## config.mk

```make
export PLATFORM = sky130hd
export DESIGN_NAME = core
export DESIGN_NICKNAME = d
export VERILOG_FILES = /design/src/core_pkg.sv /design/src/core.sv /design/src/decode_stage.sv /design/src/execute_stage.sv /design/src/fetch_stage.sv /design/src/memory_stage.sv
export VERILOG_INCLUDE_DIRS = /design/src
export SDC_FILE = /design/constraint.sdc
export NUM_CORES = 2
export LEC_CHECK = 0
export ABC_CLOCK_PERIOD_IN_PS = 12300
export BUFFER_PORTS_ARGS = -buffer_cell sky130_fd_sc_hd__buf_4
export CAP_MARGIN = 10
export CORE_MARGIN = 2
export CORE_UTILIZATION = 60
export DETAILED_ROUTE_END_ITERATION = 7
export PLACE_DENSITY_LB_ADDON = 0.2
export SETUP_SLACK_MARGIN = 0.5
export SLEW_MARGIN = 10
export SYNTH_ARGS = -nofsm -noshare
export SYNTH_HDL_FRONTEND = slang
export SYNTH_SLANG_ARGS = --single-unit
```

## constraint.sdc

```tcl
create_clock -name clk -period 12.3 [get_ports clk]
set_clock_uncertainty 0.1 [all_clocks]
set_input_delay 1.23 -clock clk [delete_from_list [all_inputs] [get_ports clk]]
set_output_delay 1.23 -clock clk [all_outputs]
set_load 0.005 [all_outputs]
```

## src/core_params.svh

```systemverilog
`ifndef CORE_PARAMS_SVH
`define CORE_PARAMS_SVH

// First fetch address after reset
`define CORE_RESET_PC 32'h0000_0000

// Data path and address width in bits
`define CORE_XLEN 32

// Architectural integer registers, x0 included
`define CORE_NREGS 32

`endif

```

## src/core_pkg.sv

```systemverilog
`default_nettype none
`include "core_params.svh"

package core_pkg;

	typedef logic [$clog2(`CORE_NREGS)-1:0] reg_idx_t;

	// RV32I major opcodes handled by the core
	typedef enum logic [6:0] {
		OPC_LUI    = 7'b0110111,
		OPC_OP_IMM = 7'b0010011,
		OPC_OP     = 7'b0110011,
		OPC_LOAD   = 7'b0000011,
		OPC_STORE  = 7'b0100011,
		OPC_BRANCH = 7'b1100011,
		OPC_JAL    = 7'b1101111
	} opcode_e;

	typedef enum logic [3:0] {
		ALU_ADD,
		ALU_SUB,
		ALU_AND,
		ALU_OR,
		ALU_XOR,
		ALU_SLT,
		ALU_PASS_B
	} alu_op_e;

	typedef enum logic [1:0] {
		WB_NONE,
		WB_ALU,
		WB_MEM,
		WB_PC4
	} wb_sel_e;

	// Data port command encoding
	typedef enum logic [2:0] {
		MEM_NONE  = 3'd0,
		MEM_READ  = 3'd1,
		MEM_WRITE = 3'd2
	} mem_cmd_e;

	typedef struct packed {
		logic                  valid;
		logic [`CORE_XLEN-1:0] pc;
		logic [`CORE_XLEN-1:0] inst;
	} if_id_s;

	typedef struct packed {
		logic                  valid;
		logic [`CORE_XLEN-1:0] pc;
		alu_op_e               alu_op;
		logic [`CORE_XLEN-1:0] op1;
		logic [`CORE_XLEN-1:0] op2;
		logic [`CORE_XLEN-1:0] rs2_data;
		logic [`CORE_XLEN-1:0] imm;
		logic                  is_branch;
		logic                  branch_ne;
		logic                  is_jal;
		mem_cmd_e              mem_cmd;
		logic                  is_byte;
		wb_sel_e               wb_sel;
		reg_idx_t              rd;
	} id_ex_s;

	typedef struct packed {
		logic                  valid;
		logic [`CORE_XLEN-1:0] alu_out;
		logic [`CORE_XLEN-1:0] rs2_data;
		logic [`CORE_XLEN-1:0] pc_plus4;
		mem_cmd_e              mem_cmd;
		logic                  is_byte;
		wb_sel_e               wb_sel;
		reg_idx_t              rd;
	} ex_mem_s;

	// Register file write from the memory stage
	typedef struct packed {
		logic                  wen;
		reg_idx_t              rd;
		logic [`CORE_XLEN-1:0] data;
	} wb_s;

	typedef struct packed {
		logic                  taken;
		logic [`CORE_XLEN-1:0] target;
	} redirect_s;

endpackage

`default_nettype wire

```

## src/core.sv

```systemverilog
`default_nettype none
`include "core_params.svh"

module core (
	input  logic                  clk,
	input  logic                  rst_n,
	output logic                  inst_start,
	input  logic                  inst_ready,
	output logic [`CORE_XLEN-1:0] inst_addr,
	input  logic [`CORE_XLEN-1:0] inst_data,
	input  logic                  inst_valid,
	output core_pkg::mem_cmd_e    d_cmd,
	input  logic                  d_cmd_ready,
	output logic [`CORE_XLEN-1:0] d_addr,
	output logic [`CORE_XLEN-1:0] d_wdata,
	output logic [3:0]            d_wmask,
	input  logic [`CORE_XLEN-1:0] d_rdata,
	input  logic                  d_rdata_valid
);

	core_pkg::if_id_s    if_id;
	core_pkg::id_ex_s    id_ex;
	core_pkg::ex_mem_s   ex_mem;
	core_pkg::wb_s       wb;
	core_pkg::redirect_s redirect;
	// Data port stall freezes every stage
	logic                stall;
	logic                hold;

	// ******************************************************************
	// Front end
	// ******************************************************************
	fetch_stage fetch_inst (
		.clk        (clk),
		.rst_n      (rst_n),
		.stall      (stall),
		.redirect   (redirect),
		.hold       (hold),
		.inst_start (inst_start),
		.inst_ready (inst_ready),
		.inst_addr  (inst_addr),
		.inst_data  (inst_data),
		.inst_valid (inst_valid),
		.if_id      (if_id)
	);

	decode_stage decode_inst (
		.clk         (clk),
		.rst_n       (rst_n),
		.stall       (stall),
		.hold_out    (hold),
		.redirect    (redirect),
		.if_id       (if_id),
		.ex_rd_busy  (id_ex),
		.mem_rd_busy (ex_mem),
		.wb          (wb),
		.id_ex       (id_ex)
	);

	// ******************************************************************
	// Back end
	// ******************************************************************
	execute_stage execute_inst (
		.clk      (clk),
		.rst_n    (rst_n),
		.stall    (stall),
		.id_ex    (id_ex),
		.redirect (redirect),
		.ex_mem   (ex_mem)
	);

	memory_stage memory_inst (
		.clk           (clk),
		.rst_n         (rst_n),
		.ex_mem        (ex_mem),
		.stall         (stall),
		.wb            (wb),
		.d_cmd         (d_cmd),
		.d_cmd_ready   (d_cmd_ready),
		.d_addr        (d_addr),
		.d_wdata       (d_wdata),
		.d_wmask       (d_wmask),
		.d_rdata       (d_rdata),
		.d_rdata_valid (d_rdata_valid)
	);

endmodule

`default_nettype wire

```

## src/decode_stage.sv

```systemverilog
`default_nettype none
`include "core_params.svh"

module decode_stage (
	input  logic                clk,
	input  logic                rst_n,
	input  logic                stall,
	output logic                hold_out,
	input  core_pkg::redirect_s redirect,
	input  core_pkg::if_id_s    if_id,
	input  core_pkg::id_ex_s    ex_rd_busy,
	input  core_pkg::ex_mem_s   mem_rd_busy,
	input  core_pkg::wb_s       wb,
	output core_pkg::id_ex_s    id_ex
);

	logic [`CORE_XLEN-1:0] regs [`CORE_NREGS];
	core_pkg::reg_idx_t    rs1;
	core_pkg::reg_idx_t    rs2;
	logic [2:0]            funct3;
	logic [`CORE_XLEN-1:0] rs1_data;
	logic [`CORE_XLEN-1:0] rs2_data;
	logic [`CORE_XLEN-1:0] imm_i;
	logic [`CORE_XLEN-1:0] imm_s;
	logic [`CORE_XLEN-1:0] imm_b;
	logic [`CORE_XLEN-1:0] imm_u;
	logic [`CORE_XLEN-1:0] imm_j;
	logic                  use_rs1;
	logic                  use_rs2;
	logic                  ex_wr;
	logic                  mem_wr;
	logic                  hazard;
	core_pkg::id_ex_s      dec;

	assign rs1    = if_id.inst[19:15];
	assign rs2    = if_id.inst[24:20];
	assign funct3 = if_id.inst[14:12];

	assign imm_i = {{20{if_id.inst[31]}}, if_id.inst[31:20]};
	assign imm_s = {{20{if_id.inst[31]}}, if_id.inst[31:25], if_id.inst[11:7]};
	assign imm_b = {{19{if_id.inst[31]}}, if_id.inst[31], if_id.inst[7],
		if_id.inst[30:25], if_id.inst[11:8], 1'b0};
	assign imm_u = {if_id.inst[31:12], 12'b0};
	assign imm_j = {{11{if_id.inst[31]}}, if_id.inst[31], if_id.inst[19:12],
		if_id.inst[20], if_id.inst[30:21], 1'b0};

	// ******************************************************************
	// Register file, write first so write-back needs no interlock
	// ******************************************************************
	always_ff @(posedge clk or negedge rst_n) begin
		if (!rst_n)
			regs[0] <= '0;
		else if (wb.wen && wb.rd != '0)
			regs[wb.rd] <= wb.data;
	end

	assign rs1_data = (wb.wen && wb.rd == rs1 && rs1 != '0) ? wb.data : regs[rs1];
	assign rs2_data = (wb.wen && wb.rd == rs2 && rs2 != '0) ? wb.data : regs[rs2];

	// ******************************************************************
	// Instruction decode
	// ******************************************************************
	always_comb begin
		dec          = '0;
		dec.valid    = if_id.valid;
		dec.pc       = if_id.pc;
		dec.alu_op   = core_pkg::ALU_ADD;
		dec.op1      = rs1_data;
		dec.op2      = rs2_data;
		dec.rs2_data = rs2_data;
		dec.imm      = imm_i;
		dec.mem_cmd  = core_pkg::MEM_NONE;
		dec.wb_sel   = core_pkg::WB_NONE;
		dec.rd       = if_id.inst[11:7];
		use_rs1      = 1'b0;
		use_rs2      = 1'b0;
		case (if_id.inst[6:0])
			core_pkg::OPC_LUI: begin
				dec.alu_op = core_pkg::ALU_PASS_B;
				dec.op2    = imm_u;
				dec.wb_sel = core_pkg::WB_ALU;
			end
			core_pkg::OPC_OP_IMM, core_pkg::OPC_OP: begin
				use_rs1    = 1'b1;
				use_rs2    = (if_id.inst[6:0] == core_pkg::OPC_OP);
				dec.wb_sel = core_pkg::WB_ALU;
				if (!use_rs2)
					dec.op2 = imm_i;
				case (funct3)
					3'b000: begin
						dec.alu_op = (use_rs2 && if_id.inst[30]) ?
							core_pkg::ALU_SUB : core_pkg::ALU_ADD;
					end
					3'b010:  dec.alu_op = core_pkg::ALU_SLT;
					3'b100:  dec.alu_op = core_pkg::ALU_XOR;
					3'b110:  dec.alu_op = core_pkg::ALU_OR;
					3'b111:  dec.alu_op = core_pkg::ALU_AND;
					// Shifts and SLTU fall through as no-ops
					default: dec.wb_sel = core_pkg::WB_NONE;
				endcase
			end
			core_pkg::OPC_LOAD: begin
				if (funct3 == 3'b010) begin
					use_rs1     = 1'b1;
					dec.op2     = imm_i;
					dec.mem_cmd = core_pkg::MEM_READ;
					dec.wb_sel  = core_pkg::WB_MEM;
				end
			end
			core_pkg::OPC_STORE: begin
				if (funct3 == 3'b010 || funct3 == 3'b000) begin
					use_rs1     = 1'b1;
					use_rs2     = 1'b1;
					dec.op2     = imm_s;
					dec.mem_cmd = core_pkg::MEM_WRITE;
					dec.is_byte = (funct3 == 3'b000);
				end
			end
			core_pkg::OPC_BRANCH: begin
				if (funct3[2:1] == 2'b00) begin
					use_rs1       = 1'b1;
					use_rs2       = 1'b1;
					dec.is_branch = 1'b1;
					dec.branch_ne = funct3[0];
					dec.imm       = imm_b;
				end
			end
			core_pkg::OPC_JAL: begin
				dec.is_jal = 1'b1;
				dec.imm    = imm_j;
				dec.wb_sel = core_pkg::WB_PC4;
			end
			default: begin
			end
		endcase
	end

	// ******************************************************************
	// RAW interlock against execute and memory
	// ******************************************************************
	assign ex_wr  = ex_rd_busy.valid && ex_rd_busy.wb_sel != core_pkg::WB_NONE;
	// Result being written this cycle comes through the bypass
	assign mem_wr = mem_rd_busy.valid && mem_rd_busy.wb_sel != core_pkg::WB_NONE && !wb.wen;

	assign hazard = if_id.valid && (
		(use_rs1 && rs1 != '0 && ((ex_wr && ex_rd_busy.rd == rs1) ||
			(mem_wr && mem_rd_busy.rd == rs1))) ||
		(use_rs2 && rs2 != '0 && ((ex_wr && ex_rd_busy.rd == rs2) ||
			(mem_wr && mem_rd_busy.rd == rs2))));
	assign hold_out = hazard;

	always_ff @(posedge clk or negedge rst_n) begin
		if (!rst_n) begin
			id_ex <= '0;
		end else if (redirect.taken) begin
			id_ex.valid <= 1'b0;
		end else if (!stall) begin
			id_ex       <= dec;
			id_ex.valid <= dec.valid && !hazard;
		end
	end

	a_x0_zero: assert property (@(posedge clk) disable iff (!rst_n) regs[0] == '0);

endmodule

`default_nettype wire

```

## src/execute_stage.sv

```systemverilog
`default_nettype none
`include "core_params.svh"

module execute_stage (
	input  logic                clk,
	input  logic                rst_n,
	input  logic                stall,
	input  core_pkg::id_ex_s    id_ex,
	output core_pkg::redirect_s redirect,
	output core_pkg::ex_mem_s   ex_mem
);

	logic [`CORE_XLEN-1:0] alu_out;
	logic                  br_taken;

	always_comb begin
		case (id_ex.alu_op)
			core_pkg::ALU_ADD:    alu_out = id_ex.op1 + id_ex.op2;
			core_pkg::ALU_SUB:    alu_out = id_ex.op1 - id_ex.op2;
			core_pkg::ALU_AND:    alu_out = id_ex.op1 & id_ex.op2;
			core_pkg::ALU_OR:     alu_out = id_ex.op1 | id_ex.op2;
			core_pkg::ALU_XOR:    alu_out = id_ex.op1 ^ id_ex.op2;
			core_pkg::ALU_SLT: begin
				alu_out = ($signed(id_ex.op1) < $signed(id_ex.op2)) ? 32'd1 : 32'd0;
			end
			core_pkg::ALU_PASS_B: alu_out = id_ex.op2;
			default:              alu_out = id_ex.op1 + id_ex.op2;
		endcase
	end

	// BEQ on equal, BNE on not equal
	assign br_taken = id_ex.is_branch &&
		((id_ex.op1 == id_ex.rs2_data) != id_ex.branch_ne);

	// Pulses once, the branch leaves execute on the same edge
	assign redirect.taken  = id_ex.valid && !stall && (br_taken || id_ex.is_jal);
	assign redirect.target = id_ex.pc + id_ex.imm;

	always_ff @(posedge clk or negedge rst_n) begin
		if (!rst_n) begin
			ex_mem <= '0;
		end else if (!stall) begin
			ex_mem.valid    <= id_ex.valid;
			ex_mem.alu_out  <= alu_out;
			ex_mem.rs2_data <= id_ex.rs2_data;
			ex_mem.pc_plus4 <= id_ex.pc + 32'd4;
			ex_mem.mem_cmd  <= id_ex.mem_cmd;
			ex_mem.is_byte  <= id_ex.is_byte;
			ex_mem.wb_sel   <= id_ex.wb_sel;
			ex_mem.rd       <= id_ex.rd;
		end
	end

endmodule

`default_nettype wire

```

## src/fetch_stage.sv

```systemverilog
`default_nettype none
`include "core_params.svh"

module fetch_stage (
	input  logic                  clk,
	input  logic                  rst_n,
	input  logic                  stall,
	input  core_pkg::redirect_s   redirect,
	input  logic                  hold,
	output logic                  inst_start,
	input  logic                  inst_ready,
	output logic [`CORE_XLEN-1:0] inst_addr,
	input  logic [`CORE_XLEN-1:0] inst_data,
	input  logic                  inst_valid,
	output core_pkg::if_id_s      if_id
);

	typedef enum logic [1:0] {
		IDLE,
		REQ,
		WAIT
	} fetch_state_e;

	fetch_state_e          state;
	logic [`CORE_XLEN-1:0] pc;
	logic [`CORE_XLEN-1:0] addr_q;
	logic [`CORE_XLEN-1:0] fetch_pc;
	logic                  drop;
	logic                  can_load;
	core_pkg::if_id_s      resp;
	core_pkg::if_id_s      buf_q;

	assign inst_start = (state == REQ);
	assign inst_addr  = addr_q;
	assign fetch_pc   = redirect.taken ? redirect.target : pc;
	// Slot is empty or decode takes it this cycle
	assign can_load   = !if_id.valid || (!stall && !hold);

	// Returned word, valid only if it is still on the current path
	assign resp.valid = (state == WAIT) && inst_valid && !drop && !redirect.taken;
	assign resp.pc    = addr_q;
	assign resp.inst  = inst_data;

	// Request FSM with a single request outstanding
	always_ff @(posedge clk or negedge rst_n) begin
		if (!rst_n) begin
			state  <= IDLE;
			pc     <= `CORE_RESET_PC;
			addr_q <= `CORE_RESET_PC;
			drop   <= 1'b0;
		end else begin
			if (redirect.taken)
				pc <= redirect.target;
			case (state)
				IDLE: begin
					if (!buf_q.valid || can_load || redirect.taken) begin
						state  <= REQ;
						addr_q <= fetch_pc;
						pc     <= fetch_pc + 32'd4;
					end
				end
				REQ: begin
					if (inst_ready)
						state <= WAIT;
					// Old request still completes, its word is thrown away
					if (redirect.taken)
						drop <= 1'b1;
				end
				default: begin
					if (inst_valid) begin
						state <= IDLE;
						drop  <= 1'b0;
					end else if (redirect.taken) begin
						drop <= 1'b1;
					end
				end
			endcase
		end
	end

	// Fetch-to-decode register plus one spare word for stalls
	always_ff @(posedge clk or negedge rst_n) begin
		if (!rst_n) begin
			if_id <= '0;
			buf_q <= '0;
		end else if (redirect.taken) begin
			if_id.valid <= 1'b0;
			buf_q.valid <= 1'b0;
		end else if (can_load) begin
			if_id       <= buf_q.valid ? buf_q : resp;
			buf_q.valid <= 1'b0;
		end else if (resp.valid) begin
			buf_q <= resp;
		end
	end

	// Address must not move before the port takes the request
	a_inst_addr_stable: assert property (@(posedge clk) disable iff (!rst_n)
		inst_start && !inst_ready |=> inst_start && $stable(inst_addr));

endmodule

`default_nettype wire

```

## src/memory_stage.sv

```systemverilog
`default_nettype none
`include "core_params.svh"

module memory_stage (
	input  logic                  clk,
	input  logic                  rst_n,
	input  core_pkg::ex_mem_s     ex_mem,
	output logic                  stall,
	output core_pkg::wb_s         wb,
	output core_pkg::mem_cmd_e    d_cmd,
	input  logic                  d_cmd_ready,
	output logic [`CORE_XLEN-1:0] d_addr,
	output logic [`CORE_XLEN-1:0] d_wdata,
	output logic [3:0]            d_wmask,
	input  logic [`CORE_XLEN-1:0] d_rdata,
	input  logic                  d_rdata_valid
);

	typedef enum logic {
		M_ISSUE,
		M_READ_WAIT
	} mem_state_e;

	mem_state_e state;
	logic       issue;

	assign issue = ex_mem.valid && ex_mem.mem_cmd != core_pkg::MEM_NONE &&
		state == M_ISSUE;

	assign d_cmd   = issue ? ex_mem.mem_cmd : core_pkg::MEM_NONE;
	assign d_addr  = {ex_mem.alu_out[`CORE_XLEN-1:2], 2'b00};
	// SB lane from the low address bits, byte copied to all lanes
	assign d_wmask = ex_mem.is_byte ? (4'b0001 << ex_mem.alu_out[1:0]) : 4'b1111;
	assign d_wdata = ex_mem.is_byte ? {4{ex_mem.rs2_data[7:0]}} : ex_mem.rs2_data;

	// Writes finish at acceptance, reads when the data returns
	always_comb begin
		if (issue)
			stall = !(ex_mem.mem_cmd == core_pkg::MEM_WRITE && d_cmd_ready);
		else
			stall = (state == M_READ_WAIT) && !d_rdata_valid;
	end

	always_ff @(posedge clk or negedge rst_n) begin
		if (!rst_n)
			state <= M_ISSUE;
		else if (issue && ex_mem.mem_cmd == core_pkg::MEM_READ && d_cmd_ready)
			state <= M_READ_WAIT;
		else if (state == M_READ_WAIT && d_rdata_valid)
			state <= M_ISSUE;
	end

	// Write-back happens as the instruction leaves this stage
	always_comb begin
		wb.wen = ex_mem.valid && ex_mem.wb_sel != core_pkg::WB_NONE && !stall;
		wb.rd  = ex_mem.rd;
		case (ex_mem.wb_sel)
			core_pkg::WB_MEM: wb.data = d_rdata;
			core_pkg::WB_PC4: wb.data = ex_mem.pc_plus4;
			default:          wb.data = ex_mem.alu_out;
		endcase
	end

	a_rdata_expected: assert property (@(posedge clk) disable iff (!rst_n)
		d_rdata_valid |-> state == M_READ_WAIT);

endmodule

`default_nettype wire

```

**Word level (Yosys, flattened, before mapping)**

Cells that the tools add are included.

- Output and inout port bits: 104
- Register bits after elaboration: 1,498

- Mux-type cells: 61
- Reductions and logical operators: 73
- Order comparisons: 5
- $add $sub $neg: 5
- Eq/ne operators: 32
- Shifts and indexed selects: 1
- Bitwise gates (word level): 10

Operator list:

| operator | count |
|---|---|
| $bwmux 1024 | 1 |
| $mux 32 | 14 |
| $bmux 32 s5 | 2 |
| $mux 65 | 3 |
| $pmux 32 s6 | 1 |
| $mux 179 | 1 |
| $demux 32 s5 | 1 |
| $pmux 32 s4 | 1 |
| $add 32x3->32 const B | 2 |
| $add 32x32->32 | 2 |
| $pmux 32 s2 | 1 |
| $pmux 20 s2 | 1 |
| $logic_and 1x1->1 | 35 |
| $and 32x32->32 | 1 |
| $eq 32x32->1 | 1 |
| $lt 32x32->1 | 1 |
| $or 32x32->32 | 1 |
| $sub 32x32->32 | 1 |
| $xor 32x32->32 | 1 |
| $eq 7x6->1 const B | 3 |
| $eq 5x5->1 | 4 |
| $pmux 4 s5 | 1 |
| $ge 6x6->1 const B | 3 |
| $mux 1 | 18 |
| other kinds (39) | 87 |

**Depth between registers and ports, before layout**

- Depth in word-level cells: 20
- Depth in mapped cells: 19
- Depth with buffers taken out: 15

**Modules after synthesis**

A second synthesis with hierarchy kept.

- Cell total of the unflattened synthesis: 5,696
- Area total of the unflattened synthesis: 77,604.4 um2

By module, submodules not included:

| module | times used | area an instance (um2) | cells each |
|---|---|---|---|
| decode_stage | 1 | 56,143.8 | 3,318 |
| execute_stage | 1 | 11,373.4 | 1,401 |
| fetch_stage | 1 | 8,644.5 | 744 |
| memory_stage | 1 | 1,442.6 | 233 |

**Worst setup path before layout**

No wires, ideal clock.

- Kind: in2reg
- Start point: input port d_cmd_ready
- End point: register fetch_inst.pc[30]
- Data arrival time: 4.488 ns
- Cell stages on the path: 19
- Required time: 12.120 ns
- Path buffers: 5
- Library setup time: 0.080 ns
- Setup slack: 7.632 ns
- Cell sequence: nor2b_1 -> o21ai_1 -> and2_2 -> buf_6 -> and3_2 -> or3_1 -> buf_6 -> clkbuf_8 -> buf_8 -> buf_6 -> mux2i_1 -> inv_1 -> ha_1 -> inv_1 -> nor3_1 -> o2111ai_1 -> nand4b_1 -> nor3_1 -> xnor2_1

- Elaborated cells on any way between the ends: 26

RTL lines:

| item | line | source |
|---|---|---|
| start: declaration | core.sv:13 | `input logic d_cmd_ready,` |
| $logic_and 1x1->1 | memory_stage.sv:39 | `stall = !(ex_mem.mem_cmd == core_pkg::MEM_WRITE && d_cmd_ready);` |
| $logic_not 1->1 | memory_stage.sv:39 |  |
| $mux 1 | memory_stage.sv:38 | `if (issue)` |
| $logic_not 1->1 | execute_stage.sv:36 | `assign redirect.taken = id_ex.valid && !stall && (br_taken \|\| id_ex.is_jal);` |
| $logic_and 1x1->1 (2 in series) | execute_stage.sv:36 |  |
| $mux 32 | fetch_stage.sv:35 | `assign fetch_pc = redirect.taken ? redirect.target : pc;` |
| via fetch_inst.fetch_pc[3] | fetch_stage.sv:27 | `` logic [`CORE_XLEN-1:0] fetch_pc; `` |
| $add 32x3->32 | fetch_stage.sv:59 | `pc <= fetch_pc + 32'd4;` |
| $mux 32 | fetch_stage.sv:56 | `if (!buf_q.valid \|\| can_load \|\| redirect.taken) begin` |
| $mux 32 | fetch_stage.sv:54 | `case (state)` |
| end signal: assignment | fetch_stage.sv:48 | `` pc <= `CORE_RESET_PC; `` |
| end signal: assignment | fetch_stage.sv:53 | `pc <= redirect.target;` |
| end signal: assignment | fetch_stage.sv:59 |  |
| end: declaration | fetch_stage.sv:25 | `` logic [`CORE_XLEN-1:0] pc; `` |

The timed path passes the listed nets, and every way through them passes these cells.
A chain may end at the register's enable or synchronous reset.

**Worst setup path after layout**

- Start point: register, netlist name decode_inst.id_ex[127]
- End point: register fetch_inst.pc[30]

- Cells in the longest elaborated chain, start to end: 9
- Elaborated cells on any way between the ends: 10

Ends and longest elaborated chain:

| item | line | source |
|---|---|---|
| $eq 32x32->1 | execute_stage.sv:33 | `((id_ex.op1 == id_ex.rs2_data) != id_ex.branch_ne);` |
| $ne 1x1->1 | execute_stage.sv:33 |  |
| $logic_and 1x1->1 | execute_stage.sv:32 | `assign br_taken = id_ex.is_branch &&` |
| $logic_or 1x1->1 | execute_stage.sv:36 |  |
| $logic_and 1x1->1 | execute_stage.sv:36 |  |
| $mux 32 | fetch_stage.sv:35 |  |
| via fetch_inst.fetch_pc[2] | fetch_stage.sv:27 |  |
| $add 32x3->32 | fetch_stage.sv:59 |  |
| $mux 32 | fetch_stage.sv:56 |  |
| $mux 32 | fetch_stage.sv:54 |  |

The timed path passes the listed nets, and every way through them passes these cells.

==> out/summary.txt <==
Max-slew headroom = 8.169%
Yosys top cell area share = 39.10%
Status = completed
Critical Path AT = 6.42 ns
Post-synthesis sequential area ratio = 55.62%
Starting DRC count in detailed routing = 6723
Gate Count Post-Synth = 5817
Detail Placement HPWL = 148.7 mm
Worst-Margin Slew = 1.377 ns
Final Cell Area = 0.08438 mm²
GR Overflow Total = 0
Die Y = 360.4 µm
Final hold violations = 0
Peak supply drop = 0.1478 mV
WHS = 0.3029 ns
First-pass GRT wire length = 343.0 mm
Clk slew on worst S/H paths = 0.06 ns
Total GRT Usage = 36.01%
Critical Path RT = 12.90 ns
H-tree lvl count = 4
Final core occ = 67.02%
Dominant cells by area after synthesis = edfxtp_1 39%, dfrtp_1 17%, mux4_2 13%
DP Area = 0.07901 mm²
Most frequent cells in the layout = 992 x edfxtp_1, 596 x nand2_1, 488 x dfrtp_1, 448 x mux4_2, 439 x o21ai_0
Most common cell after layout, fill and taps aside = edfxtp_1
Post-DR wirelength/cell = 31.00 µm
Remaining DRCs = 0
Critical path capture point type = flop
Max-cap violations = 0
# resized after CTS = 0
Leak Pwr = 31.00 nW
Final period util = 47.33%
Area growth from synthesis to layout = 10.75%
First-pass detailed-route iteration total = 6
Share of layout cells above drive strength 1 = 21.29%
Antenna violations before repair = 13
Avg Synthesized Cell Area = 13.10 µm²
Final Max Tran Viols = 0
Hold Buf Count CTS = 0
YS warnings = 0
Vias per cell = 6.964
Total CTS buffers = 158
# IOs = 174
Startpoint Class = flop
Port-buffer cells = 170
Final GP Congestion = 0.9948
Post-synth EDFFs = 992
Crit path kind = reg2reg
Async set-reset flop share out of synthesis = 33.65%
Fillcell total = 8852
Die area = 0.1299 mm²
Worst-Skew Late Latency = 0.80 ns
Post-CTS setup buffers = 0
Syn Std Cell Area = 0.07619 mm²
Power density over the cells = 173.8 mW/mm²
Clock buffer depth = 3
Synth unique cells = 88
Number of core rows = 130
Setup violators final = 0
Die X = 360.4 µm
HP Class = reg2reg
Vias after detailed routing = 52750
CORE AREA = 0.1259 mm²
Clk root buf = clkbuf_16
CP max FO = 46
Final Net Count = 5991
Post-synth top area cell = edfxtp_1
Largest net degree at the start of global routing = 129
Routed Antenna Nets = 0
Starting Density = 60.52%
Post-layout min period = 5.821 ns
Total wire length = 234.8 mm
Unrepaired setup endpoints after global routing = no
Post-route setup TNS = 0 ns
Primary FF master, synth = edfxtp_1
CTS sink cnt = 1495
CTS tree = built
Seq cells post-synth = 1495
Highest clock rate = 0.1718 GHz
Vias in the first global route = 51180
-- final cells by class --
| cell class | count | area [µm²] | share of cell area, % |
|---|---|---|---|
| diodes | 1 | 2.502 | 0.002966 |
| clock buffers | 211 | 4388 | 5.200 |
| clock inverters | 84 | 982.2 | 1.164 |
| inverters | 160 | 600.6 | 0.7118 |
| multi-input cells | 3682 | 31680 | 37.55 |
| flip-flops and latches | 1495 | 42420 | 50.27 |
| well taps | 1650 | 2064 | 2.447 |
| repair buffers | 292 | 2237 | 2.651 |
-- sequential cells by signal, indices dropped and copies added, names as in the netlist, 2 cells and up --
signal,flops
decode_inst.id_ex,166
decode_inst.regs,1024
execute_inst.ex_mem,107
fetch_inst.buf_q,65
fetch_inst.if_id,65
fetch_inst.inst_addr,32
fetch_inst.pc,32
fetch_inst.state,2
-- layer usage --
| metal | GRT usage (%) | vias up | share of wire (%) |
|---|---|---|---|
| met2 | 56.10 | 3455 | 46 |
| met1 | 48.16 | 26390 | 36 |
| met5 | 0 | - | 0.032 |
| met3 | 7.810 | 704 | 11 |
| li1 | - | 22190 | - |
| met4 | 18.52 | 12 | 5.8 |
-- cells in the mapped netlist, types with 77 or more instances --
cell type / count
edfxtp_1: 992
buf_1: 86
o22ai_1: 94
a21oi_1: 366
ha_1: 129
dfrtp_1: 503
mux2i_1: 354
nand2_1: 599
mux4_2: 448
o221ai_1: 77
o21ai_0: 440
inv_1: 158
clkbuf_1: 344
nor2_1: 267
xnor2_1: 92
mux2_2: 160
-- path summary, 6_finish.rpt --
path	end	slack [ns]	cells after the start	startpoint
max in group asynchronous	fetch_inst.inst_addr[9]	9.61	3	rst_n
min	decode_inst.regs[1022]	0.30	0	decode_inst.regs[1022]
min reg2reg	decode_inst.regs[1022]	0.30	0	decode_inst.regs[1022]
max	fetch_inst.pc[30]	6.48	15	decode_inst.id_ex[127]
min in group asynchronous	decode_inst.id_ex[127]	0.32	1	rst_n
max reg2reg	fetch_inst.pc[30]	6.48	15	decode_inst.id_ex[127]
-- metrics by stage --
| step | power (mW) | instances | setup WS (ns) |
|---|---|---|---|
| global route | 15.14 | 7575 | 6.146 |
| global placement | 9.653 | 7279 | 6.625 |
| finish | 14.66 | 7575 | 6.479 |
| CTS | 14.60 | 7574 | 6.510 |
| detailed placement | 9.712 | 7279 | 6.524 |
| floorplan | 8.446 | 5819 | 7.632 |
-- power by group --
| part | switching [mW] | internal (mW) |
|---|---|---|
| Sequential | 0.430 | 6.16 |
| Clock | 2.05 | 2.90 |
| Combinational | 2.03 | 1.09 |
-- critical path, cell delays in order, from the launching register on --
cell	delay [ns]
dfrtp_1	0.42
xor2_1	0.19
nor4_1	0.76
nand4_1	0.45
nor4_1	0.69
or3_2	0.23
buf_4	0.55
mux2i_1	0.34
inv_1	0.12
ha_1	0.17
inv_1	0.07
nor3_1	0.49
o2111ai_1	0.39
nand4b_1	0.35
nor3_1	0.24
xnor2_1	0.15
-- cell families (layout without fill, tap and decap cells) --
kind of cell / Yosys count / after routing / share of synthesized area [%]
buffers and inverters: 642 / 747 / 3.440
flip-flops: 1495 / 1495 / 55.62
AO/OA/AOI/OAI: 1252 / 1252 / 9.858
adder cells (fa/ha/maj): 132 / 132 / 2.197
other: 1 / 4 / 0.004922
XOR/XNOR: 164 / 164 / 1.885
AND/OR/NAND/NOR: 1168 / 1168 / 6.718
multiplexers: 963 / 963 / 20.28
No activity file was read; power rests on OpenSTA's default activity.
